<file path="config.mk">
export PLATFORM = sky130hd
export DESIGN_NAME = alu
export DESIGN_NICKNAME = d
export VERILOG_FILES = /design/src/rv_core_pkg.sv /design/src/alu.sv
export VERILOG_INCLUDE_DIRS = /design/src
export SDC_FILE = /design/constraint.sdc
export NUM_CORES = 1
export LEC_CHECK = 0
export ABC_AREA = 1
export BUFFER_PORTS_ARGS = -buffer_cell sky130_fd_sc_hd__buf_4
export CAP_MARGIN = 10
export CORE_MARGIN = 4
export CORE_UTILIZATION = 30
export DETAILED_ROUTE_END_ITERATION = 7
export GPL_ROUTABILITY_DRIVEN = 0
export SLEW_MARGIN = 20
export SYNTH_ARGS = -nofsm -noshare
export SYNTH_HDL_FRONTEND = slang
export SYNTH_SLANG_ARGS = --single-unit
</file>
<file path="constraint.sdc">
create_clock -name vclk -period 3.2
set_input_delay 0.32 -clock vclk [all_inputs]
set_output_delay 0.32 -clock vclk [all_outputs]
set_load 0.1 [all_outputs]
</file>
<file path="src/rv_core_defs.svh">
`ifndef RV_CORE_DEFS_SVH
`define RV_CORE_DEFS_SVH

// data path width, one word
`define XLEN 32

// first fetch address after reset
`define RESET_PC 32'h8000_0000

// instruction store, in words
`define IMEM_DEPTH 256
`define IMEM_AW 8

// data store, in bytes
`define DMEM_DEPTH 1024
`define DMEM_AW 10

// full ebreak encoding, matched as a whole word
`define EBREAK_INST 32'h0010_0073

`endif

</file>
<file path="src/rv_core_pkg.sv">
`default_nettype none

`include "rv_core_defs.svh"

package rv_core_pkg;

    // major opcodes of the supported subset
    typedef enum logic [6:0] {
        OP_LUI    = 7'b0110111,
        OP_AUIPC  = 7'b0010111,
        OP_JAL    = 7'b1101111,
        OP_JALR   = 7'b1100111,
        OP_BRANCH = 7'b1100011,
        OP_LOAD   = 7'b0000011,
        OP_STORE  = 7'b0100011,
        OP_IMM    = 7'b0010011,
        OP_REG    = 7'b0110011,
        OP_SYSTEM = 7'b1110011
    } opcode_e;

    // alu functions
    typedef enum logic [3:0] {
        ALU_ADD,
        ALU_SUB,
        ALU_SLTU,
        ALU_NE,
        ALU_XOR,
        ALU_OR,
        ALU_AND,
        ALU_SLL,
        ALU_SRA
    } alu_op_e;

    // write-back source
    typedef enum logic [1:0] {
        WB_ALU,
        WB_MEM,
        WB_PC4,
        WB_IMM
    } wb_sel_e;

    // decoded control word, one per fetched instruction
    typedef struct packed {
        logic [4:0]       rd;
        logic [4:0]       rs1;
        logic [4:0]       rs2;
        logic [`XLEN-1:0] imm;
        alu_op_e          alu_op;
        logic             src1_is_pc;
        logic             src2_is_imm;
        logic             reg_wen;
        wb_sel_e          wb_sel;
        logic             is_jal;
        logic             is_jalr;
        logic             is_bne;
        logic             is_ebreak;
        logic             mem_rd;
        logic             mem_wr;
        logic             byte_load;
        logic [3:0]       wmask;
    } ctrl_t;

    // request into the data store
    typedef struct packed {
        logic             rd;
        logic             byte_load;
        logic             wr;
        logic [3:0]       wmask;
        logic [`XLEN-1:0] addr;
        logic [`XLEN-1:0] wdata;
    } dmem_req_t;

endpackage

`default_nettype wire

</file>
<file path="src/alu.sv">
`default_nettype none

`include "rv_core_defs.svh"

module alu (
    input  wire logic [`XLEN-1:0] src1,
    input  wire logic [`XLEN-1:0] src2,
    input  wire rv_core_pkg::alu_op_e alu_op,
    output      logic [`XLEN-1:0] result
);

    import rv_core_pkg::*;

    logic [4:0] shamt;

    // shift amount from low five bits only
    assign shamt = src2[4:0];

    always_comb begin
        case (alu_op)
            ALU_ADD: result = src1 + src2;
            ALU_SUB: result = src1 - src2;
            // unsigned compare, 0 or 1
            ALU_SLTU: begin
                result = {{(`XLEN-1){1'b0}}, (src1 < src2)};
            end
            // used by bne to decide the branch
            ALU_NE: begin
                result = {{(`XLEN-1){1'b0}}, (src1 != src2)};
            end
            ALU_XOR: result = src1 ^ src2;
            ALU_OR:  result = src1 | src2;
            ALU_AND: result = src1 & src2;
            ALU_SLL: result = src1 << shamt;
            // arithmetic shift keeps the sign
            ALU_SRA: result = $unsigned($signed(src1) >>> shamt);
            default: result = '0;
        endcase
    end

endmodule

`default_nettype wire

</file>
After elaboration in Yosys (flattened, before gate mapping)
Cells that the tools add are included.
- add/sub/neg operators: 2
- magnitude comparators: 1
- eq/ne operators: 9
- shift-type cells: 2
- multiplexer cells: 1
- bitwise gates (word level): 3
- reduce and logical (&&, ||, !) cells: 1
- operators by type and width (operator ; count):
    $pmux W32 S9 ; 1
    $add A32 B32 Y32 ; 1
    $and A32 B32 Y32 ; 1
    $lt A32 B32 Y1 ; 1
    $ne A32 B32 Y1 ; 1
    $or A32 B32 Y32 ; 1
    $shl A32 B5 Y32 ; 1
    $sshr A32 B5 Y32 ; 1
    $sub A32 B32 Y32 ; 1
    $xor A32 B32 Y32 ; 1
    $eq A4 B3 Y1 const B ; 4
    $eq A4 B2 Y1 const B ; 2
    $eq A4 B1 Y1 const B ; 1
    $eq A4 B4 Y1 const B ; 1
    $logic_not A4 Y1 ; 1
- bits in registers: 0
- input bits: 68
- output and inout bits: 32
- logic and storage cells: 19

Depth between registers and ports, before layout
- depth after elaboration: 2
- mapped depth: 17
- depth with buffers taken out: 14

Least setup slack after synthesis
Ideal clock, no wire load.
- kind: input port to output port
- start point: in src2[4]
- end point: out result[16]
- arrival time: 2.900 ns
- slack: -0.020 ns
- stages: 14
- path buffers: 2
- cells stage by stage: buf_2 -> inv_1 -> clkbuf_1 -> ha_1 -> nor2_1 -> nand2_1 -> inv_1 -> nand2_1 -> nand2_1 -> nand2_1 -> nand2_1 -> nand2_1 -> nand3_1 -> nand4_1
- cells in the longest elaborated chain, start to end: 2
- ends and longest elaborated chain (item ; line ; text):
    start: declaration ; alu.sv:7 ; input wire logic [`XLEN-1:0] src2,
    $sub A32 B32 Y32, or another cell as far along ; alu.sv:22 ; ALU_SUB: result = src1 - src2;
    $pmux W32 S9 * ; alu.sv:20 ; case (alu_op)
    end: declaration ; alu.sv:9 ; output logic [`XLEN-1:0] result
Mark *: on every way between the ends. The rest lies on a longest branch, timed or not.

Worst setup path after layout
- start point: in src2[0]
- end point: out result[20]
The elaborated chain is that of the path after synthesis.

==> metrics list <==
- Lkg Pwr: 6.23 nW
- Of the synthesized area, sequential elements account for 0.
* Post-route DRC violation count: 0
- The number of antenna violations at the first check in global routing is 1.
- In the final layout, the share of cells above drive strength 1 is 0.0753.
- Final setup violation count: 0
- Nets in the synthesized netlist: 2189
* N_diodes: 0
- The die covers 36000 µm².
- After detailed routing, the average wire length per cell comes to 18.2 µm.
- First-pass detailed-route iteration total: 6
- Final HPWL from detailed placement: 37.5 mm
- Measured against its own limit, the worst slew margin works out to 0.508.
- In the finished layout, the clock tree contains a buffer count of 0.
- For this block, the routed nets add up to 45.1 mm of wire.
- Vertical die dimension: 190 µm
- Highest ir drop seen on vdd: 0.175 mV
- Post-DRT Antenna Nets: 0
* Cell Chain, Critical Path: buf_4, ha_1, inv_1, fa_1, inv_1, nand3_1, nand3_1, nand3_1, nand3_1, nand2_1, nand3_1, nand3_1, nand3b_1, buf_4
- Post-CTS Repair Setup Buffers: 0
- For the pin with the worst max-slew slack, the measured transition is 738 ps.
- The worst path needs 3090 ps of the cycle, external delays included.
* Die Width: 190 µm
- Starting DRT DRC Count: 2311
- Of the available clock period, the critical path in the final layout requires 0.965.
* Power Dens Cells: 199 nW/µm²
- The count of buffers added on input and output ports is 100.
- For this run, the top clock speed supported by timing is 324 MHz.
- Compared with the post-synthesis result, the final layout area differs by 9.58%.
- Once the clock tree was built, the resizer swapped 0 gates to a different size.
- Initial cell density of the core: 0.304
* Warnings from Yosys: 0
- Setup tns final: 0 ps
- Post-Syn Area: 9900 µm²
* Pin count of the biggest net entering global routing: 71
- Hold WC Path Type: in -> out
* Delay of the slowest cell on the worst path: 370 ps
- The final layout contains 2218 nets.
- In this run, distinct cell masters in the synthesized netlist total 46.
* Count of flip-flops and latches: 0
- CP endpoint kind: output port
* Crit path arrival time: 2770 ps
* Unrepaired setup endpoints after global routing: no
* Final Hold Fails: 0
* Number of global-route vias before repair: 12200
* Overall via count from detail_route: 13900
- Post-layout utilization of the core: 0.334
- Critical path fanouts, max: 8
- Mean post-synth cell area: 4.91 µm²
* Area of the core: 32500 µm²
- The cell count after synthesis came out at 2017.
- Max-cap violations: 0
* Status: complete, no violations
- STA classifies the critical path startpoint as an input port.
- CP max stage cell: fa_1
* Cell type group with the largest total delay on the critical path: simple AND/OR/NAND/NOR gates
* Total buffers and inverters traversed by the critical path: 4
* Sequential cell area: 0 µm²
* CP Class: in -> out
* Total congestion overflow: 0
* Global-route wire length before repair: 68.8 mm
- GRT Resource Usage Total: 0.238
- 100 I/O pins were placed.
* CTS Hold Buffers Added: 0
- Among the stages of the critical path, the cell type that occurs most often is nand3_1.
- Fin. max-slew vios: 0
- Number of rows created at floorplan: 66
* Per-cell via count in the routed design: 5.58
- At the worst endpoint, the required time is 2880 ps.
==> tightest hold or removal path, cell delays in order <==
cell and delay [ps]:
buf_4 110, ha_1 190, inv_1 70, o21ai_0 80, nand3b_1 160, buf_4 240
==> layout make-up <==
cell class / count / area [µm²]
fillers: 3761 / 21700
well taps: 442 / 553
repair buffers: 123 / 923
inverters: 309 / 1160
multi-input cells: 1612 / 8210
==> power breakdown <==
part,total (W),leakage (nW),switching (W),internal [W]
logic,0.00216,6.23,0.00159,0.000572
registers,0,0,0,0
clock network,0,0,0,0
==> path summary, 6_finish.rpt <==
kind	from	to	slack, ps	cells past startpoint
max	src2[0]	result[20]	110	14
min	src2[5]	result[5]	1490	6
==> cell usage after synthesis (3+ instances only) <==
library cell,instances,area (µm²)
a21oi_1,92,460
a31oi_1,4,25.0
and2_1,12,75.1
and3_1,5,31.3
buf_1,8,30.0
buf_2,50,250
buf_4,13,97.6
buf_6,7,78.8
clkbuf_1,15,56.3
clkbuf_2,3,15.0
ha_1,102,1280
inv_1,301,1130
inv_2,7,26.3
nand2_1,638,2390
nand2_2,8,50.1
nand3_1,460,2300
nand3b_1,5,37.5
nand4_1,19,119
nor2_1,120,450
nor2_2,3,18.8
nor3_1,18,90.1
nor4_1,4,25.0
o211ai_1,19,143
o21ai_0,42,210
o21ai_1,4,20.0
o21bai_1,5,37.5
o22ai_1,27,169
==> cell usage in the layout, fill, tap and decap left out, drive strengths merged, types with 2 or more instances in the layout <==
| master | n |
|---|---|
| a211oi | 2 |
| a21oi | 94 |
| a31o | 2 |
| a31oi | 4 |
| and2 | 12 |
| and3 | 5 |
| buf | 123 |
| fa | 2 |
| ha | 102 |
| inv | 309 |
| nand2 | 648 |
| nand3 | 462 |
| nand3b | 5 |
| nand4 | 19 |
| nor2 | 127 |
| nor3 | 18 |
| nor4 | 4 |
| o211ai | 19 |
| o21ai | 46 |
| o21bai | 5 |
| o22ai | 27 |
==> cells by family after synthesis <==
family	Yosys count	synth area share
simple gates	1302	0.578
buf+inv	405	0.171
compound gates	204	0.117
fa+ha+maj	104	0.133
xor+xnor	1	0.000885
mux	1	0.00101
==> stage by stage <==
| stage | std cells | total power [W] | hold slack (ps) | instance area (µm²) | setup slack (ps) |
|---|---|---|---|---|---|
| 6_report | 2486 | 0.00216 | 1490 | 10900 | 111 |
| 5_1_grt | 2486 | 0.00233 | 1530 | 10900 | 22.7 |
| 4_1_cts | 2486 | 0.00210 | 1480 | 10900 | 231 |
| 3_5_place_dp | 2486 | 0.00209 | 1480 | 10900 | 237 |
| 3_3_place_gp | 2486 | 0.00208 | 1490 | 10900 | 234 |
| 2_1_floorplan | 2017 | 0.00150 | 1500 | 9900 | -2.92 |
==> layer usage <==
metal | vias up | share of wire | track usage
li1 | 6587 | - | -
met1 | 6118 | 0.42 | 0.337
met2 | 1000 | 0.40 | 0.357
met3 | 169 | 0.12 | 0.0360
met4 | 2 | 0.060 | 0.103
met5 | - | 0.00029 | 0
No activity file was read; power rests on OpenSTA's default activity.
