<file path="src/rv_core_defs.svh">
`ifndef RV_CORE_DEFS_SVH
`define RV_CORE_DEFS_SVH

// data path width, one word
`define XLEN 32

// first fetch address after reset
`define RESET_PC 32'h8000_0000

// instruction store, in words
`define IMEM_DEPTH 256
`define IMEM_AW 8

// data store, in bytes
`define DMEM_DEPTH 1024
`define DMEM_AW 10

// full ebreak encoding, matched as a whole word
`define EBREAK_INST 32'h0010_0073

`endif

</file>
<file path="src/rv_core_pkg.sv">
`default_nettype none

`include "rv_core_defs.svh"

package rv_core_pkg;

    // major opcodes of the supported subset
    typedef enum logic [6:0] {
        OP_LUI    = 7'b0110111,
        OP_AUIPC  = 7'b0010111,
        OP_JAL    = 7'b1101111,
        OP_JALR   = 7'b1100111,
        OP_BRANCH = 7'b1100011,
        OP_LOAD   = 7'b0000011,
        OP_STORE  = 7'b0100011,
        OP_IMM    = 7'b0010011,
        OP_REG    = 7'b0110011,
        OP_SYSTEM = 7'b1110011
    } opcode_e;

    // alu functions
    typedef enum logic [3:0] {
        ALU_ADD,
        ALU_SUB,
        ALU_SLTU,
        ALU_NE,
        ALU_XOR,
        ALU_OR,
        ALU_AND,
        ALU_SLL,
        ALU_SRA
    } alu_op_e;

    // write-back source
    typedef enum logic [1:0] {
        WB_ALU,
        WB_MEM,
        WB_PC4,
        WB_IMM
    } wb_sel_e;

    // decoded control word, one per fetched instruction
    typedef struct packed {
        logic [4:0]       rd;
        logic [4:0]       rs1;
        logic [4:0]       rs2;
        logic [`XLEN-1:0] imm;
        alu_op_e          alu_op;
        logic             src1_is_pc;
        logic             src2_is_imm;
        logic             reg_wen;
        wb_sel_e          wb_sel;
        logic             is_jal;
        logic             is_jalr;
        logic             is_bne;
        logic             is_ebreak;
        logic             mem_rd;
        logic             mem_wr;
        logic             byte_load;
        logic [3:0]       wmask;
    } ctrl_t;

    // request into the data store
    typedef struct packed {
        logic             rd;
        logic             byte_load;
        logic             wr;
        logic [3:0]       wmask;
        logic [`XLEN-1:0] addr;
        logic [`XLEN-1:0] wdata;
    } dmem_req_t;

endpackage

`default_nettype wire

</file>
<file path="src/inst_decoder.sv">
`default_nettype none

`include "rv_core_defs.svh"

module inst_decoder (
    input  wire logic [`XLEN-1:0] inst,
    output rv_core_pkg::ctrl_t    ctrl
);

    import rv_core_pkg::*;

    opcode_e          opcode;
    logic [2:0]       funct3;
    logic [6:0]       funct7;
    logic [`XLEN-1:0] imm_i;
    logic [`XLEN-1:0] imm_s;
    logic [`XLEN-1:0] imm_b;
    logic [`XLEN-1:0] imm_u;
    logic [`XLEN-1:0] imm_j;

    // raw fields
    assign opcode = opcode_e'(inst[6:0]);
    assign funct3 = inst[14:12];
    assign funct7 = inst[31:25];

    // immediates, sign taken from bit 31
    assign imm_i = {{20{inst[31]}}, inst[31:20]};
    assign imm_s = {{20{inst[31]}}, inst[31:25], inst[11:7]};
    assign imm_b = {{19{inst[31]}}, inst[31], inst[7], inst[30:25], inst[11:8], 1'b0};
    // upper immediate has zero low bits
    assign imm_u = {inst[31:12], 12'b0};
    assign imm_j = {{11{inst[31]}}, inst[31], inst[19:12], inst[20], inst[30:21], 1'b0};

    always_comb begin
        // all enables low unless a match below
        ctrl        = '0;
        ctrl.rd     = inst[11:7];
        ctrl.rs1    = inst[19:15];
        ctrl.rs2    = inst[24:20];
        ctrl.imm    = imm_i;
        ctrl.alu_op = ALU_ADD;
        ctrl.wb_sel = WB_ALU;

        case (opcode)
            OP_LUI: begin
                // immediate goes straight to rd
                ctrl.imm     = imm_u;
                ctrl.reg_wen = 1'b1;
                ctrl.wb_sel  = WB_IMM;
            end
            OP_AUIPC: begin
                ctrl.imm         = imm_u;
                ctrl.src1_is_pc  = 1'b1;
                ctrl.src2_is_imm = 1'b1;
                ctrl.reg_wen     = 1'b1;
            end
            OP_JAL: begin
                ctrl.imm     = imm_j;
                ctrl.is_jal  = 1'b1;
                ctrl.reg_wen = 1'b1;
                ctrl.wb_sel  = WB_PC4;
            end
            OP_JALR: begin
                if (funct3 == 3'b000) begin
                    ctrl.is_jalr = 1'b1;
                    ctrl.reg_wen = 1'b1;
                    ctrl.wb_sel  = WB_PC4;
                end
            end
            OP_BRANCH: begin
                // only bne, alu reports rs1 != rs2
                ctrl.imm = imm_b;
                if (funct3 == 3'b001) begin
                    ctrl.is_bne = 1'b1;
                    ctrl.alu_op = ALU_NE;
                end
            end
            OP_LOAD: begin
                // lw or lbu, alu forms the address
                ctrl.src2_is_imm = 1'b1;
                if (funct3 == 3'b010 || funct3 == 3'b100) begin
                    ctrl.mem_rd    = 1'b1;
                    ctrl.byte_load = funct3[2];
                    ctrl.reg_wen   = 1'b1;
                    ctrl.wb_sel    = WB_MEM;
                end
            end
            OP_STORE: begin
                ctrl.imm         = imm_s;
                ctrl.src2_is_imm = 1'b1;
                case (funct3)
                    3'b000: ctrl.wmask = 4'b0001;
                    3'b001: ctrl.wmask = 4'b0011;
                    3'b010: ctrl.wmask = 4'b1111;
                    default: ctrl.wmask = 4'b0000;
                endcase
                ctrl.mem_wr = (ctrl.wmask != 4'b0000);
            end
            OP_IMM: begin
                ctrl.src2_is_imm = 1'b1;
                if (funct3 == 3'b000) begin
                    ctrl.reg_wen = 1'b1;
                end else if (funct3 == 3'b011) begin
                    // sltiu compares against the sign-extended imm
                    ctrl.alu_op  = ALU_SLTU;
                    ctrl.reg_wen = 1'b1;
                end else if (funct3 == 3'b101 && funct7 == 7'b0100000) begin
                    ctrl.alu_op  = ALU_SRA;
                    ctrl.reg_wen = 1'b1;
                end
            end
            OP_REG: begin
                ctrl.reg_wen = 1'b1;
                case ({funct7, funct3})
                    {7'b0000000, 3'b000}: ctrl.alu_op = ALU_ADD;
                    {7'b0100000, 3'b000}: ctrl.alu_op = ALU_SUB;
                    {7'b0000000, 3'b001}: ctrl.alu_op = ALU_SLL;
                    {7'b0000000, 3'b011}: ctrl.alu_op = ALU_SLTU;
                    {7'b0000000, 3'b100}: ctrl.alu_op = ALU_XOR;
                    {7'b0000000, 3'b110}: ctrl.alu_op = ALU_OR;
                    {7'b0000000, 3'b111}: ctrl.alu_op = ALU_AND;
                    default: ctrl.reg_wen = 1'b0;
                endcase
            end
            OP_SYSTEM: begin
                // ecall and csr ops fall through as no-ops
                ctrl.is_ebreak = (inst == `EBREAK_INST);
            end
            default: begin
                ctrl.reg_wen = 1'b0;
            end
        endcase
    end

endmodule

`default_nettype wire

</file>
<file path="config.mk">
export PLATFORM = sky130hd
export DESIGN_NAME = inst_decoder
export DESIGN_NICKNAME = d
export VERILOG_FILES = /design/src/rv_core_pkg.sv /design/src/inst_decoder.sv
export VERILOG_INCLUDE_DIRS = /design/src
export SDC_FILE = /design/constraint.sdc
export NUM_CORES = 1
export LEC_CHECK = 0
export ABC_AREA = 1
export BUFFER_PORTS_ARGS = -buffer_cell sky130_fd_sc_hd__buf_2
export CORE_MARGIN = 2
export CORE_UTILIZATION = 36
export DETAILED_ROUTE_END_ITERATION = 7
export GPL_TIMING_DRIVEN = 1
export PLACE_DENSITY = 0.88
export REMOVE_ABC_BUFFERS = 1
export SYNTH_ARGS = -nofsm -noshare
export SYNTH_HDL_FRONTEND = slang
export SYNTH_SLANG_ARGS = --single-unit
</file>
<file path="constraint.sdc">
create_clock -name vclk -period 1.3
set_input_delay 0.26 -clock vclk [all_inputs]
set_output_delay 0.26 -clock vclk [all_outputs]
set_load 0.01 [all_outputs]
</file>
Yosys cells after proc, flatten, opt, wreduce, memory -nomap -nowiden:

Cells that the tools add are included.

* output and inout bits: 67
* bits in writable memories: 0
* bits in registers: 0
* memories: 0
* input port bits: 32
* memory bits (read-only): 0
* word-level logic and storage cells: 63
* latch bits: 0

* reduce and logical (&&, ||, !) cells: 9
* multiplexer cells: 31
* equality and inequality tests: 23
* order comparisons: 0
* div/mod/pow operators: 0
* shift operators: 0
* bitwise logic cells: 0
* multipliers: 0
* add/sub/neg operators: 0

Operator list (count)
* $pmux W31 S4: 1
* $eq A32 B21 Y1 const B: 1
* $eq A10 B3 Y1 const B: 3
* $eq A7 B6 Y1 const B: 4
* $eq A7 B7 Y1 const B: 4
* $pmux W4 S3: 2
* $mux W4: 5
* $pmux W3 S6: 1
* $mux W1: 17
* $eq A7 B5 Y1 const B: 2
* $eq A10 B1 Y1 const B: 1
* $eq A10 B2 Y1 const B: 1
* $eq A10 B9 Y1 const B: 1
* $logic_not A10 Y1: 1
* $pmux W2 S4: 1
* $eq A7 B2 Y1 const B: 1
* $reduce_or A7 Y1: 1
* $eq A3 B2 Y1 const B: 2
* $eq A3 B3 Y1 const B: 2
* $mux W3: 2
* $pmux W1 S5: 1
* $reduce_bool A4 Y1: 1
* $reduce_or A4 Y1: 1
* $eq A3 B1 Y1 const B: 1
* 6 further kinds: 6

Longest topological paths before layout:

Gate-level depths: netlist (run 1).

* depth in word-level cells: 6
* depth in mapped cells: 10
* gate-level depth less buffers: 10

Worst setup path after synthesis (run 1):

No wires, ideal clock.

* path kind: input -> output
* from: input port inst[1]
* to: output port ctrl[3] (netlist name)
* path buffers: 2
* data required time: 1.040 ns
* arrival time: 1.187 ns
* slack: -0.147 ns
* stages on the path: 8
* cells stage by stage: nand2_2 -> inv_2 -> nand3_2 -> inv_1 -> buf_4 -> nand3_2 -> nor3_2 -> buf_4

RTL lines
* from (decl): line inst_decoder.sv:6 `` input wire logic [`XLEN-1:0] inst, ``
* to (decl): line inst_decoder.sv:7 `output rv_core_pkg::ctrl_t ctrl`

==> impl_metrics.xml, run 1 <==
<?xml version="1.0" encoding="UTF-8"?>
<metrics>
  <group name="cells_and_area">
    <metric name="clock_buffer_count" unit="">0</metric>
    <metric name="leading_cell_type_in_the_layout_fill_and_taps_excluded" unit="">sky130_fd_sc_hd__buf_2</metric>
    <metric name="layout.cells.most_common_list" unit="">sky130_fd_sc_hd__buf_2 (79), sky130_fd_sc_hd__nand2_1 (47), sky130_fd_sc_hd__buf_4 (40), sky130_fd_sc_hd__buf_6 (21), sky130_fd_sc_hd__inv_1 (18)</metric>
    <metric name="n_sequential_cell" unit="">0</metric>
    <metric name="seq_cell_area" unit="um2">0</metric>
    <metric name="final_core_util" unit="%">78.03</metric>
    <metric name="area.growth.synth_to_final" unit="%">110.3</metric>
    <metric name="layout.filler_cells" unit="">200</metric>
    <metric name="antennaDiodeCount" unit="">0</metric>
    <metric name="post-route-cell-area" unit="um2">2323</metric>
    <metric name="finish.net_count" unit="">369</metric>
    <metric name="multiInputGateArea" unit="um2">1107</metric>
    <metric name="fraction_of_layout_cells_with_a_size_suffix_above_1" unit="%">67.16</metric>
    <metric name="stdcell_count" unit="">368</metric>
  </group>
  <group name="status">
    <metric name="violated_checks" unit="">negative setup slack</metric>
    <metric name="run_status" unit="">finished with violations</metric>
  </group>
  <group name="synth">
    <metric name="syn_inst" unit="">207</metric>
    <metric name="synth_cell_type_count" unit="">23</metric>
    <metric name="synth_adder_area_share" unit="%">0</metric>
    <metric name="yosys_warnings" unit="">0</metric>
    <metric name="muxShareOfSynthArea" unit="%">0</metric>
    <metric name="synth_top_family_by_area" unit="">simple AND/OR/NAND/NOR gates</metric>
    <metric name="syn_area_per_cell" unit="um2">5.337</metric>
    <metric name="synth_simple_gate_area_share" unit="%">64.67</metric>
    <metric name="synth_xor_area_share" unit="%">0</metric>
    <metric name="synth_sequential_area_ratio" unit="%">0</metric>
    <metric name="synth_compound_area_share" unit="%">8.041</metric>
    <metric name="synth.cell_area" unit="um2">1105</metric>
  </group>
  <group name="worst_setup_path">
    <metric name="criticalPathCategory" unit="">input pin to output pin</metric>
    <metric name="critical-path-slowest-cell" unit="">sky130_fd_sc_hd__nor2_4</metric>
    <metric name="setup.worst_path.start_class" unit="">input pin</metric>
    <metric name="crit_arrival" unit="ns">1.35</metric>
    <metric name="crit_chain" unit="">buf_2 -&gt; nand2_4 -&gt; nor2_4 -&gt; nand2_4 -&gt; nand2_8 -&gt; inv_12 -&gt; nand3_4 -&gt; nand2_1 -&gt; buf_2</metric>
    <metric name="worstSetupEndpointType" unit="">output pin</metric>
    <metric name="critical-path-max-stage-delay" unit="ns">0.21</metric>
    <metric name="critical_path_peak_fanout" unit="">8</metric>
    <metric name="required" unit="ns">1.04</metric>
  </group>
  <group name="floorplanning">
    <metric name="die_x" unit="um">59.40</metric>
    <metric name="floorplan.core_area" unit="um2">2978</metric>
    <metric name="start_util" unit="%">37.10</metric>
    <metric name="io-pin-count" unit="">99</metric>
    <metric name="floorplan.die.height" unit="um">59.40</metric>
    <metric name="total_die_area" unit="um2">3528</metric>
    <metric name="rows" unit="">20</metric>
  </group>
  <group name="power_and_ir_drop">
    <metric name="fin_total_pwr" unit="mW">0.6009</metric>
    <metric name="irDropWorstVdd" unit="mV">0.1154</metric>
    <metric name="power.density_cell_area" unit="nW/um2">258.6</metric>
    <metric name="cellLeakagePower" unit="nW">1.349</metric>
  </group>
  <group name="route">
    <metric name="wirelength" unit="mm">5.907</metric>
    <metric name="routedWlPerCell" unit="um">16.05</metric>
    <metric name="via_count" unit="">2007</metric>
    <metric name="detail-route-antenna-nets" unit="">0</metric>
    <metric name="detailedRoute.firstIterationViolations" unit="">198</metric>
    <metric name="drt_first_pass_iters" unit="">5</metric>
    <metric name="drt_drc_violations_left" unit="">0</metric>
    <metric name="viasPerCell" unit="">5.454</metric>
  </group>
  <group name="timing">
    <metric name="timing.final.crit_period" unit="ns">1.607</metric>
    <metric name="max_clock_freq" unit="MHz">622.3</metric>
    <metric name="grt_setup_unrepaired" unit="">true</metric>
    <metric name="final_worst_path_period_share" unit="%">123.6</metric>
    <metric name="report.final.setup_viol" unit="">50</metric>
    <metric name="timing_worst_slew_pin_value" unit="ns">0.3497</metric>
    <metric name="slew_headroom" unit="%">76.47</metric>
    <metric name="holdWs" unit="ns">0.7406</metric>
    <metric name="final_number_of_max_transition_violations" unit="">0</metric>
    <metric name="fin_ws" unit="ns">-0.3071</metric>
    <metric name="hold_violations" unit="">0</metric>
  </group>
  <group name="grt">
    <metric name="track_usage" unit="%">25.74</metric>
    <metric name="grt_start_max_net_pins" unit="">9</metric>
    <metric name="overflow" unit="">0</metric>
    <metric name="grt_first_pass_wirelength" unit="mm">7.176</metric>
    <metric name="grt_pass1_vias" unit="">1675</metric>
    <metric name="antenna_violations_before_repair" unit="">0</metric>
  </group>
  <group name="placed_design">
    <metric name="dp_hpwl" unit="mm">3.428</metric>
    <metric name="place.gp.congestion" unit="">0.8929</metric>
    <metric name="placed_cells_incl_taps" unit="">355</metric>
    <metric name="io_buffers" unit="">99</metric>
    <metric name="dpl_cell_area" unit="um2">1758</metric>
  </group>
  <group name="min_path">
    <metric name="hold-path-cell-count" unit="">2</metric>
    <metric name="hold_path.class" unit="">input pin to output pin</metric>
  </group>
  <group name="job">
    <metric name="drv.max_cap_violation_count" unit="">0</metric>
  </group>
  <group name="clock_network">
    <metric name="cts_hold_repair.buffers" unit="">0</metric>
  </group>
</metrics>
synth_stat cells, types with 2 or more instances:
library cell / count / area, um2
sky130_fd_sc_hd__nand4_1: 9 / 56.30
sky130_fd_sc_hd__nor2_1: 24 / 90.09
sky130_fd_sc_hd__nand3_2: 3 / 30.03
sky130_fd_sc_hd__nand3_1: 16 / 80.08
sky130_fd_sc_hd__buf_4: 19 / 142.6
sky130_fd_sc_hd__nand2_1: 62 / 232.7
sky130_fd_sc_hd__nor3_2: 4 / 40.04
sky130_fd_sc_hd__inv_1: 25 / 93.84
sky130_fd_sc_hd__nand2_2: 5 / 31.28
sky130_fd_sc_hd__nand3b_1: 2 / 15.01
sky130_fd_sc_hd__nor4_1: 4 / 25.02
sky130_fd_sc_hd__nor3_1: 2 / 10.01
sky130_fd_sc_hd__inv_2: 6 / 22.52
sky130_fd_sc_hd__o21ai_2: 7 / 61.31
sky130_fd_sc_hd__nor2_4: 2 / 22.52
sky130_fd_sc_hd__nor2_2: 4 / 25.02
sky130_fd_sc_hd__nand2_4: 5 / 56.30
sky130_fd_sc_hd__o21ai_1: 3 / 15.01
per-layer routing:
metal / wire length, um / vias to the layer above / share of wire [%] / GRT usage (%)
met1: 1990 / 895 / 34 / 26.84
met4: 333 / 0 / 5.6 / 7.792
met3: 579 / 42 / 9.8 / 2.402
met2: 3004 / 161 / 51 / 52.43
met5: 0 / - / 0 / 0
li1: - / 909 / - / -
kinds of logic (layout without fill, tap and decap cells):
family / after synthesis / count (layout)
buffers and inverters: 53 / 178
AND/OR/NAND/NOR: 142 / 145
AO/OA/AOI/OAI: 12 / 12
critical path: cells and delay by family:
| kind | cells | cell delay, ns |
|---|---|---|
| and+or+nand+nor | 6 | 0.77 |
| buffers and inverters | 3 | 0.31 |
worst paths after layout:
path              startpoint       end  slack [ns]
setup / recovery     inst[1]  ctrl[35]       -0.31
hold / removal      inst[16]  ctrl[58]        0.74
stage by stage:
| stage | TNS, ns | setup slack, ns |
|---|---|---|
| 2_1_floorplan | -0.4861 | -0.09732 |
| 3_3_place_gp | -8.597 | -0.2433 |
| 3_5_place_dp | -10.63 | -0.2818 |
| 4_1_cts | -7.977 | -0.2175 |
| 5_1_grt | -12.34 | -0.4074 |
| 6_report | -10.22 | -0.3071 |
power breakdown:
group	internal (mW)	switching, mW	total [mW]
clock network	0	0	0
logic	0.266	0.335	0.601
registers	0	0	0
total	0.266	0.335	0.601
final cells by class:
type	instances	area share, %
multi-input cells	157	47.66
repair buffers	144	42.92
inverters	32	6.893
well taps	33	1.777
repair inverters	2	0.7539
what timing repair did:
action,4_1_cts,5_1_grt
pin swaps,18,34
hold endpoints to repair,0,0
resized for setup,54,65
setup buffers,4,6
gates cloned,5,0
setup endpoints to repair,50,51
(Power assumes the default switching activity.)
==> run 2, diff against run 1 <==
ABC_AREA = unset   (was 1)
CORE_UTILIZATION = 34   (was 36)
PLACE_DENSITY = 0.87   (was 0.88)
==> impl_metrics.xml, run 2 <==
<?xml version="1.0" encoding="UTF-8"?>
<metrics>
  <group name="worst_setup_path">
    <metric name="critPathMostFrequentCell" unit="">sky130_fd_sc_hd__or4_4</metric>
    <metric name="crit_chain" unit="">buf_6 -&gt; or4_4 -&gt; or4_4 -&gt; o22ai_2 -&gt; and3_1 -&gt; buf_2</metric>
    <metric name="worst-path-buf-inv" unit="">2</metric>
    <metric name="setup.worst_path.start_class" unit="">input pin</metric>
    <metric name="crit_path_start" unit="">inst[25]</metric>
    <metric name="endpoint" unit="">ctrl[17]</metric>
    <metric name="criticalPathCategory" unit="">input pin to output pin</metric>
    <metric name="worst_path_dominant_cell_family" unit="">simple AND/OR/NAND/NOR gates</metric>
    <metric name="crit_arrival" unit="ns">1.84</metric>
    <metric name="critical_path_peak_fanout" unit="">3</metric>
    <metric name="critical-path-slowest-cell" unit="">sky130_fd_sc_hd__or4_4</metric>
    <metric name="required" unit="ns">1.04</metric>
    <metric name="cp_num_cells" unit="">6</metric>
    <metric name="worstSetupEndpointType" unit="">output pin</metric>
    <metric name="critical-path-max-stage-delay" unit="ns">0.53</metric>
  </group>
  <group name="power_and_ir_drop">
    <metric name="irDropWorstVdd" unit="mV">0.2791</metric>
    <metric name="fin_total_pwr" unit="mW">0.6639</metric>
    <metric name="cellLeakagePower" unit="nW">1.321</metric>
    <metric name="power.density_cell_area" unit="nW/um2">279.9</metric>
  </group>
  <group name="timing">
    <metric name="fin_ws" unit="ns">-0.7987</metric>
    <metric name="timing_worst_slew_pin_value" unit="ns">0.3636</metric>
    <metric name="final_worst_path_period_share" unit="%">161.4</metric>
    <metric name="final_number_of_max_transition_violations" unit="">0</metric>
    <metric name="hold_violations" unit="">0</metric>
    <metric name="report.final.setup_viol" unit="">51</metric>
    <metric name="max_clock_freq" unit="MHz">476.5</metric>
    <metric name="grt_setup_unrepaired" unit="">true</metric>
    <metric name="timing.final.crit_period" unit="ns">2.099</metric>
    <metric name="slew_headroom" unit="%">75.58</metric>
  </group>
  <group name="synth">
    <metric name="synth.cells.most_frequent" unit="">sky130_fd_sc_hd__a21o_1 (19), sky130_fd_sc_hd__buf_4 (18), sky130_fd_sc_hd__nor3_1 (11), sky130_fd_sc_hd__nor2_1 (9)</metric>
    <metric name="synth.cell_area" unit="um2">975.9</metric>
    <metric name="synth_xor_area_share" unit="%">1.795</metric>
    <metric name="synthDominantAreaCellType" unit="">sky130_fd_sc_hd__a21o_1</metric>
    <metric name="synth_simple_gate_area_share" unit="%">48.21</metric>
    <metric name="yosysMostFrequentCell" unit="">sky130_fd_sc_hd__a21o_1</metric>
    <metric name="yosys_warnings" unit="">0</metric>
    <metric name="synth_sequential_area_ratio" unit="%">0</metric>
    <metric name="synthDominantCellAreaShare" unit="%">14.62</metric>
    <metric name="muxShareOfSynthArea" unit="%">1.026</metric>
    <metric name="syn_area_per_cell" unit="um2">6.684</metric>
    <metric name="syn_inst" unit="">146</metric>
    <metric name="synth_adder_area_share" unit="%">0</metric>
    <metric name="synth_top_family_by_area" unit="">simple AND/OR/NAND/NOR gates</metric>
    <metric name="synth_top_cells_by_area" unit="">sky130_fd_sc_hd__a21o_1 (15%), sky130_fd_sc_hd__buf_4 (14%), sky130_fd_sc_hd__nor3_1 (5.6%)</metric>
    <metric name="synth_cell_type_count" unit="">45</metric>
    <metric name="synth_compound_area_share" unit="%">28.85</metric>
  </group>
  <group name="grt">
    <metric name="antenna_violations_before_repair" unit="">0</metric>
    <metric name="grt_pass1_vias" unit="">1786</metric>
    <metric name="grt_start_max_net_pins" unit="">13</metric>
    <metric name="track_usage" unit="%">32.76</metric>
    <metric name="grt_first_pass_wirelength" unit="mm">8.514</metric>
    <metric name="overflow" unit="">0</metric>
  </group>
  <group name="floorplanning">
    <metric name="start_util" unit="%">35.70</metric>
    <metric name="die_x" unit="um">57.58</metric>
    <metric name="total_die_area" unit="um2">3315</metric>
    <metric name="io-pin-count" unit="">99</metric>
    <metric name="rows" unit="">19</metric>
    <metric name="floorplan.die.height" unit="um">57.58</metric>
    <metric name="floorplan.core_area" unit="um2">2734</metric>
  </group>
  <group name="route">
    <metric name="drt_first_pass_iters" unit="">4</metric>
    <metric name="via_count" unit="">1932</metric>
    <metric name="detailedRoute.firstIterationViolations" unit="">99</metric>
    <metric name="routedWlPerCell" unit="um">20.38</metric>
    <metric name="wirelength" unit="mm">6.602</metric>
    <metric name="drt_drc_violations_left" unit="">0</metric>
    <metric name="viasPerCell" unit="">5.963</metric>
    <metric name="detail-route-antenna-nets" unit="">0</metric>
  </group>
  <group name="placed_design">
    <metric name="io_buffers" unit="">99</metric>
    <metric name="placed_cells_incl_taps" unit="">310</metric>
    <metric name="dp_hpwl" unit="mm">3.726</metric>
    <metric name="place.gp.congestion" unit="">0.8892</metric>
  </group>
  <group name="cells_and_area">
    <metric name="layout.filler_cells" unit="">148</metric>
    <metric name="final_core_util" unit="%">86.77</metric>
    <metric name="layout.cells.most_common_list" unit="">sky130_fd_sc_hd__buf_2 (81), sky130_fd_sc_hd__buf_4 (51), sky130_fd_sc_hd__buf_6 (36), sky130_fd_sc_hd__a21o_1 (19), sky130_fd_sc_hd__nor2b_4 (8)</metric>
    <metric name="clock_buffer_count" unit="">0</metric>
    <metric name="n_sequential_cell" unit="">0</metric>
    <metric name="leading_cell_type_in_the_layout_fill_and_taps_excluded" unit="">sky130_fd_sc_hd__buf_2</metric>
    <metric name="seq_cell_area" unit="um2">0</metric>
    <metric name="antennaDiodeCount" unit="">0</metric>
    <metric name="fraction_of_layout_cells_with_a_size_suffix_above_1" unit="%">74.40</metric>
    <metric name="finish.net_count" unit="">327</metric>
    <metric name="area.growth.synth_to_final" unit="%">143.1</metric>
    <metric name="stdcell_count" unit="">324</metric>
  </group>
  <group name="status">
    <metric name="violated_checks" unit="">negative setup slack</metric>
    <metric name="run_status" unit="">finished with violations</metric>
  </group>
  <group name="min_path">
    <metric name="hold_path.class" unit="">input pin to output pin</metric>
  </group>
  <group name="job">
    <metric name="drv.max_cap_violation_count" unit="">0</metric>
  </group>
</metrics>
run 2: cell count changes after synthesis, moves of 5 or more:
cell	before	now
sky130_fd_sc_hd__o21ai_2	7	0
sky130_fd_sc_hd__nor2_1	24	9
sky130_fd_sc_hd__nand2_1	62	8
sky130_fd_sc_hd__a21o_1	0	19
sky130_fd_sc_hd__a21oi_1	0	5
sky130_fd_sc_hd__nand3_1	16	3
sky130_fd_sc_hd__nand4_1	9	4
sky130_fd_sc_hd__nand2_4	5	0
sky130_fd_sc_hd__inv_2	6	0
sky130_fd_sc_hd__inv_1	25	2
sky130_fd_sc_hd__nand2_2	5	0
sky130_fd_sc_hd__nor3_1	2	11
sky130_fd_sc_hd__nor2b_1	0	8
run 2: per-layer routing:
metal	vias up	GRT usage, %	wire length [um]
li1	833	-	-
met1	922	34.47	2239
met2	132	62.01	3447
met3	45	4.308	531
met4	0	17.28	384
met5	-	0	0
run 2: layout make-up:
type	count	area [um2]	area share (%)
timing repair buffer	173	1284	54.11
multi-input combinational	118	1042	43.93
tap	31	38.79	1.635
inverter	2	7.507	0.3165
run 2: power breakdown:
group	leakage [nW]	internal, mW	switching (mW)
Sequential	0	0	0
Combinational	1.32	0.344	0.320
Clock	0	0	0
run 2: kinds of logic (layout without fill, tap and decap cells):
| kind of cell | count (synthesis) | after routing |
|---|---|---|
| multiplexers | 1 | 1 |
| AO/OA/AOI/OAI | 39 | 39 |
| buffers and inverters | 29 | 175 |
| AND/OR/NAND/NOR | 75 | 76 |
| XOR/XNOR | 2 | 2 |
run 2: repair_timing:
| action | 4_1_cts | 5_1_grt |
|---|---|---|
| resized for setup | 58 | 41 |
| buffers inserted | 7 | 9 |
| hold buffers | 0 | 0 |
| pin swaps | 30 | 10 |
| cloned | 2 | 0 |
| endpoints found under the hold margin | 0 | 0 |
| setup endpoints to repair | 51 | 51 |
run 2: how the worst min path moves through the flow:
stage             start       end  cells past startpoint
6_report       inst[18]  ctrl[60]                      2
5_1_grt        inst[18]  ctrl[60]                      2
4_1_cts        inst[18]  ctrl[60]                      2
3_5_place_dp   inst[18]  ctrl[60]                      2
3_3_place_gp   inst[18]  ctrl[60]                      2
2_1_floorplan  inst[31]  ctrl[51]                      0
run 2: through the flow:
step,hold slack [ns],setup slack [ns],cell area [um2],TNS [ns]
after global placement,0.7348,-0.8192,1804,-27.50
after detailed placement,0.7525,-0.8585,1804,-29.52
after floorplan,0.5200,-0.9926,787.0,-31.81
final,0.7505,-0.7987,2372,-27.13
after CTS,0.7539,-0.7852,2160,-24.77
after global routing,0.7606,-0.8492,2372,-28.21
==> run 3, diff against run 2 <==
PLACE_DENSITY = 0.78   (was 0.87)
==> impl_metrics.xml, run 3 (synthesis gave the netlist of run 2 again) <==
<?xml version="1.0" encoding="UTF-8"?>
<metrics>
  <group name="status">
    <metric name="run_status" unit="">finished with violations</metric>
    <metric name="violated_checks" unit="">negative setup slack</metric>
  </group>
  <group name="timing">
    <metric name="slew_headroom" unit="%">76.32</metric>
    <metric name="timing_worst_slew_pin_value" unit="ns">0.3543</metric>
    <metric name="max_clock_freq" unit="MHz">470.7</metric>
    <metric name="setup_total_negative_slack" unit="ns">-25.39</metric>
    <metric name="final_worst_path_period_share" unit="%">163.4</metric>
    <metric name="hold_violations" unit="">0</metric>
    <metric name="grt_setup_unrepaired" unit="">true</metric>
    <metric name="report.final.setup_viol" unit="">51</metric>
    <metric name="holdWs" unit="ns">0.7525</metric>
    <metric name="final_number_of_max_transition_violations" unit="">0</metric>
    <metric name="timing.final.crit_period" unit="ns">2.125</metric>
    <metric name="fin_ws" unit="ns">-0.8245</metric>
  </group>
  <group name="worst_setup_path">
    <metric name="crit_arrival" unit="ns">1.86</metric>
    <metric name="criticalPathCategory" unit="">input pin to output pin</metric>
    <metric name="required" unit="ns">1.04</metric>
    <metric name="critical_path_peak_fanout" unit="">3</metric>
    <metric name="setup.worst_path.start_class" unit="">input pin</metric>
    <metric name="worstSetupEndpointType" unit="">output pin</metric>
  </group>
  <group name="placed_design">
    <metric name="place.gp.congestion" unit="">0.8786</metric>
    <metric name="dp_hpwl" unit="mm">3.482</metric>
    <metric name="io_buffers" unit="">99</metric>
    <metric name="placed_cells_incl_taps" unit="">308</metric>
    <metric name="dpl_cell_area" unit="um2">1777</metric>
    <metric name="post_placement_worst_setup_slack" unit="ns">-0.8292</metric>
  </group>
  <group name="cells_and_area">
    <metric name="post-route-cell-area" unit="um2">2345</metric>
    <metric name="layout.filler_cells" unit="">155</metric>
    <metric name="n_sequential_cell" unit="">0</metric>
    <metric name="seq_cell_area" unit="um2">0</metric>
    <metric name="area.growth.synth_to_final" unit="%">140.3</metric>
    <metric name="stdcell_count" unit="">325</metric>
    <metric name="finish.net_count" unit="">328</metric>
    <metric name="multiInputGateArea" unit="um2">1031</metric>
    <metric name="fraction_of_layout_cells_with_a_size_suffix_above_1" unit="%">73.81</metric>
    <metric name="leading_cell_type_in_the_layout_fill_and_taps_excluded" unit="">sky130_fd_sc_hd__buf_2</metric>
    <metric name="clock_buffer_count" unit="">0</metric>
    <metric name="antennaDiodeCount" unit="">0</metric>
    <metric name="layout.cells.most_common_list" unit="">sky130_fd_sc_hd__buf_2 (84), sky130_fd_sc_hd__buf_4 (53), sky130_fd_sc_hd__buf_6 (27), sky130_fd_sc_hd__a21o_1 (19)</metric>
  </group>
  <group name="grt">
    <metric name="track_usage" unit="%">36.17</metric>
    <metric name="grt_start_max_net_pins" unit="">14</metric>
    <metric name="grt_first_pass_wirelength" unit="mm">9.508</metric>
    <metric name="overflow" unit="">0</metric>
    <metric name="grt_pass1_vias" unit="">1960</metric>
    <metric name="antenna_violations_before_repair" unit="">0</metric>
  </group>
  <group name="power_and_ir_drop">
    <metric name="power.density_cell_area" unit="nW/um2">275.5</metric>
    <metric name="cellLeakagePower" unit="nW">1.288</metric>
    <metric name="irDropWorstVdd" unit="mV">0.2629</metric>
  </group>
  <group name="route">
    <metric name="detailedRoute.firstIterationViolations" unit="">183</metric>
    <metric name="via_count" unit="">1903</metric>
    <metric name="detail-route-antenna-nets" unit="">0</metric>
    <metric name="viasPerCell" unit="">5.855</metric>
    <metric name="routedWlPerCell" unit="um">19.86</metric>
    <metric name="wirelength" unit="mm">6.456</metric>
    <metric name="drt_drc_violations_left" unit="">0</metric>
    <metric name="drt_first_pass_iters" unit="">4</metric>
  </group>
  <group name="floorplanning">
    <metric name="die_x" unit="um">57.58</metric>
    <metric name="floorplan.core_area" unit="um2">2734</metric>
    <metric name="floorplan.die.height" unit="um">57.58</metric>
    <metric name="io-pin-count" unit="">99</metric>
    <metric name="rows" unit="">19</metric>
    <metric name="total_die_area" unit="um2">3315</metric>
    <metric name="start_util" unit="%">35.70</metric>
  </group>
  <group name="min_path">
    <metric name="worstHoldStart" unit="">inst[23]</metric>
    <metric name="timing.hold.worst_endpoint" unit="">ctrl[55]</metric>
    <metric name="hold-path-cell-count" unit="">2</metric>
    <metric name="hold_path.class" unit="">input pin to output pin</metric>
  </group>
  <group name="clock_network">
    <metric name="cts_hold_repair.buffers" unit="">0</metric>
  </group>
  <group name="job">
    <metric name="drv.max_cap_violation_count" unit="">0</metric>
  </group>
</metrics>
run 3: cell types whose count changed in the layout (fill, tap and decap cells not counted), sizes merged:
cell	delta
buf	+1
clkbuf	-1
or2	+1
run 3: area by class of cell:
class,instances,area share [%]
inverters,2,0.3202
multi-input cells,119,43.97
well taps,31,1.654
repair buffers,173,54.06
run 3: per-stage QoR:
| step | power [mW] | utilization [%] |
|---|---|---|
| floorplan | 0.1559 | - |
| global placement | 0.4755 | 64.99 |
| detailed placement | 0.4877 | 64.99 |
| CTS | 0.5729 | 81.60 |
| global route | 0.6770 | 85.77 |
| finish | 0.6460 | 85.77 |
run 3: worst max-delay path by stage:
stage             start       end  slack, ns  cells past startpoint
2_1_floorplan   inst[3]  ctrl[31]      -0.99                      4
3_3_place_gp   inst[25]  ctrl[17]      -0.82                      6
3_5_place_dp   inst[25]  ctrl[17]      -0.83                      6
4_1_cts        inst[25]  ctrl[17]      -0.77                      6
5_1_grt        inst[25]  ctrl[17]      -0.84                      6
6_report       inst[25]  ctrl[17]      -0.82                      6
run 3: worst max-delay path, cell delays in order:
cell,delay [ns]
sky130_fd_sc_hd__buf_6,0.09
sky130_fd_sc_hd__or4_4,0.53
sky130_fd_sc_hd__or4_4,0.53
sky130_fd_sc_hd__o22ai_2,0.16
sky130_fd_sc_hd__and3_1,0.17
sky130_fd_sc_hd__buf_2,0.12
run 3: layer usage:
layer / GRT usage, % / wire length, um / up-vias / part of all wire [%]
met5: 0 / 0 / - / 0
met4: 21.59 / 355 / 0 / 5.5
met3: 3.628 / 509 / 31 / 7.9
met2: 65.42 / 3377 / 148 / 52
met1: 40.27 / 2213 / 895 / 34
li1: - / - / 829 / -
run 3: timing repair:
| action | CTS | global route |
|---|---|---|
| cloned | 3 | 0 |
| gates resized for setup | 72 | 35 |
| endpoints found under the setup margin | 51 | 51 |
| setup buffers | 14 | 8 |
| pin swaps | 21 | 26 |
run 3: power breakdown:
group	switching, mW	internal [mW]	total (mW)
combinational	0.312	0.335	0.646
clock	0	0	0
sequential	0	0	0
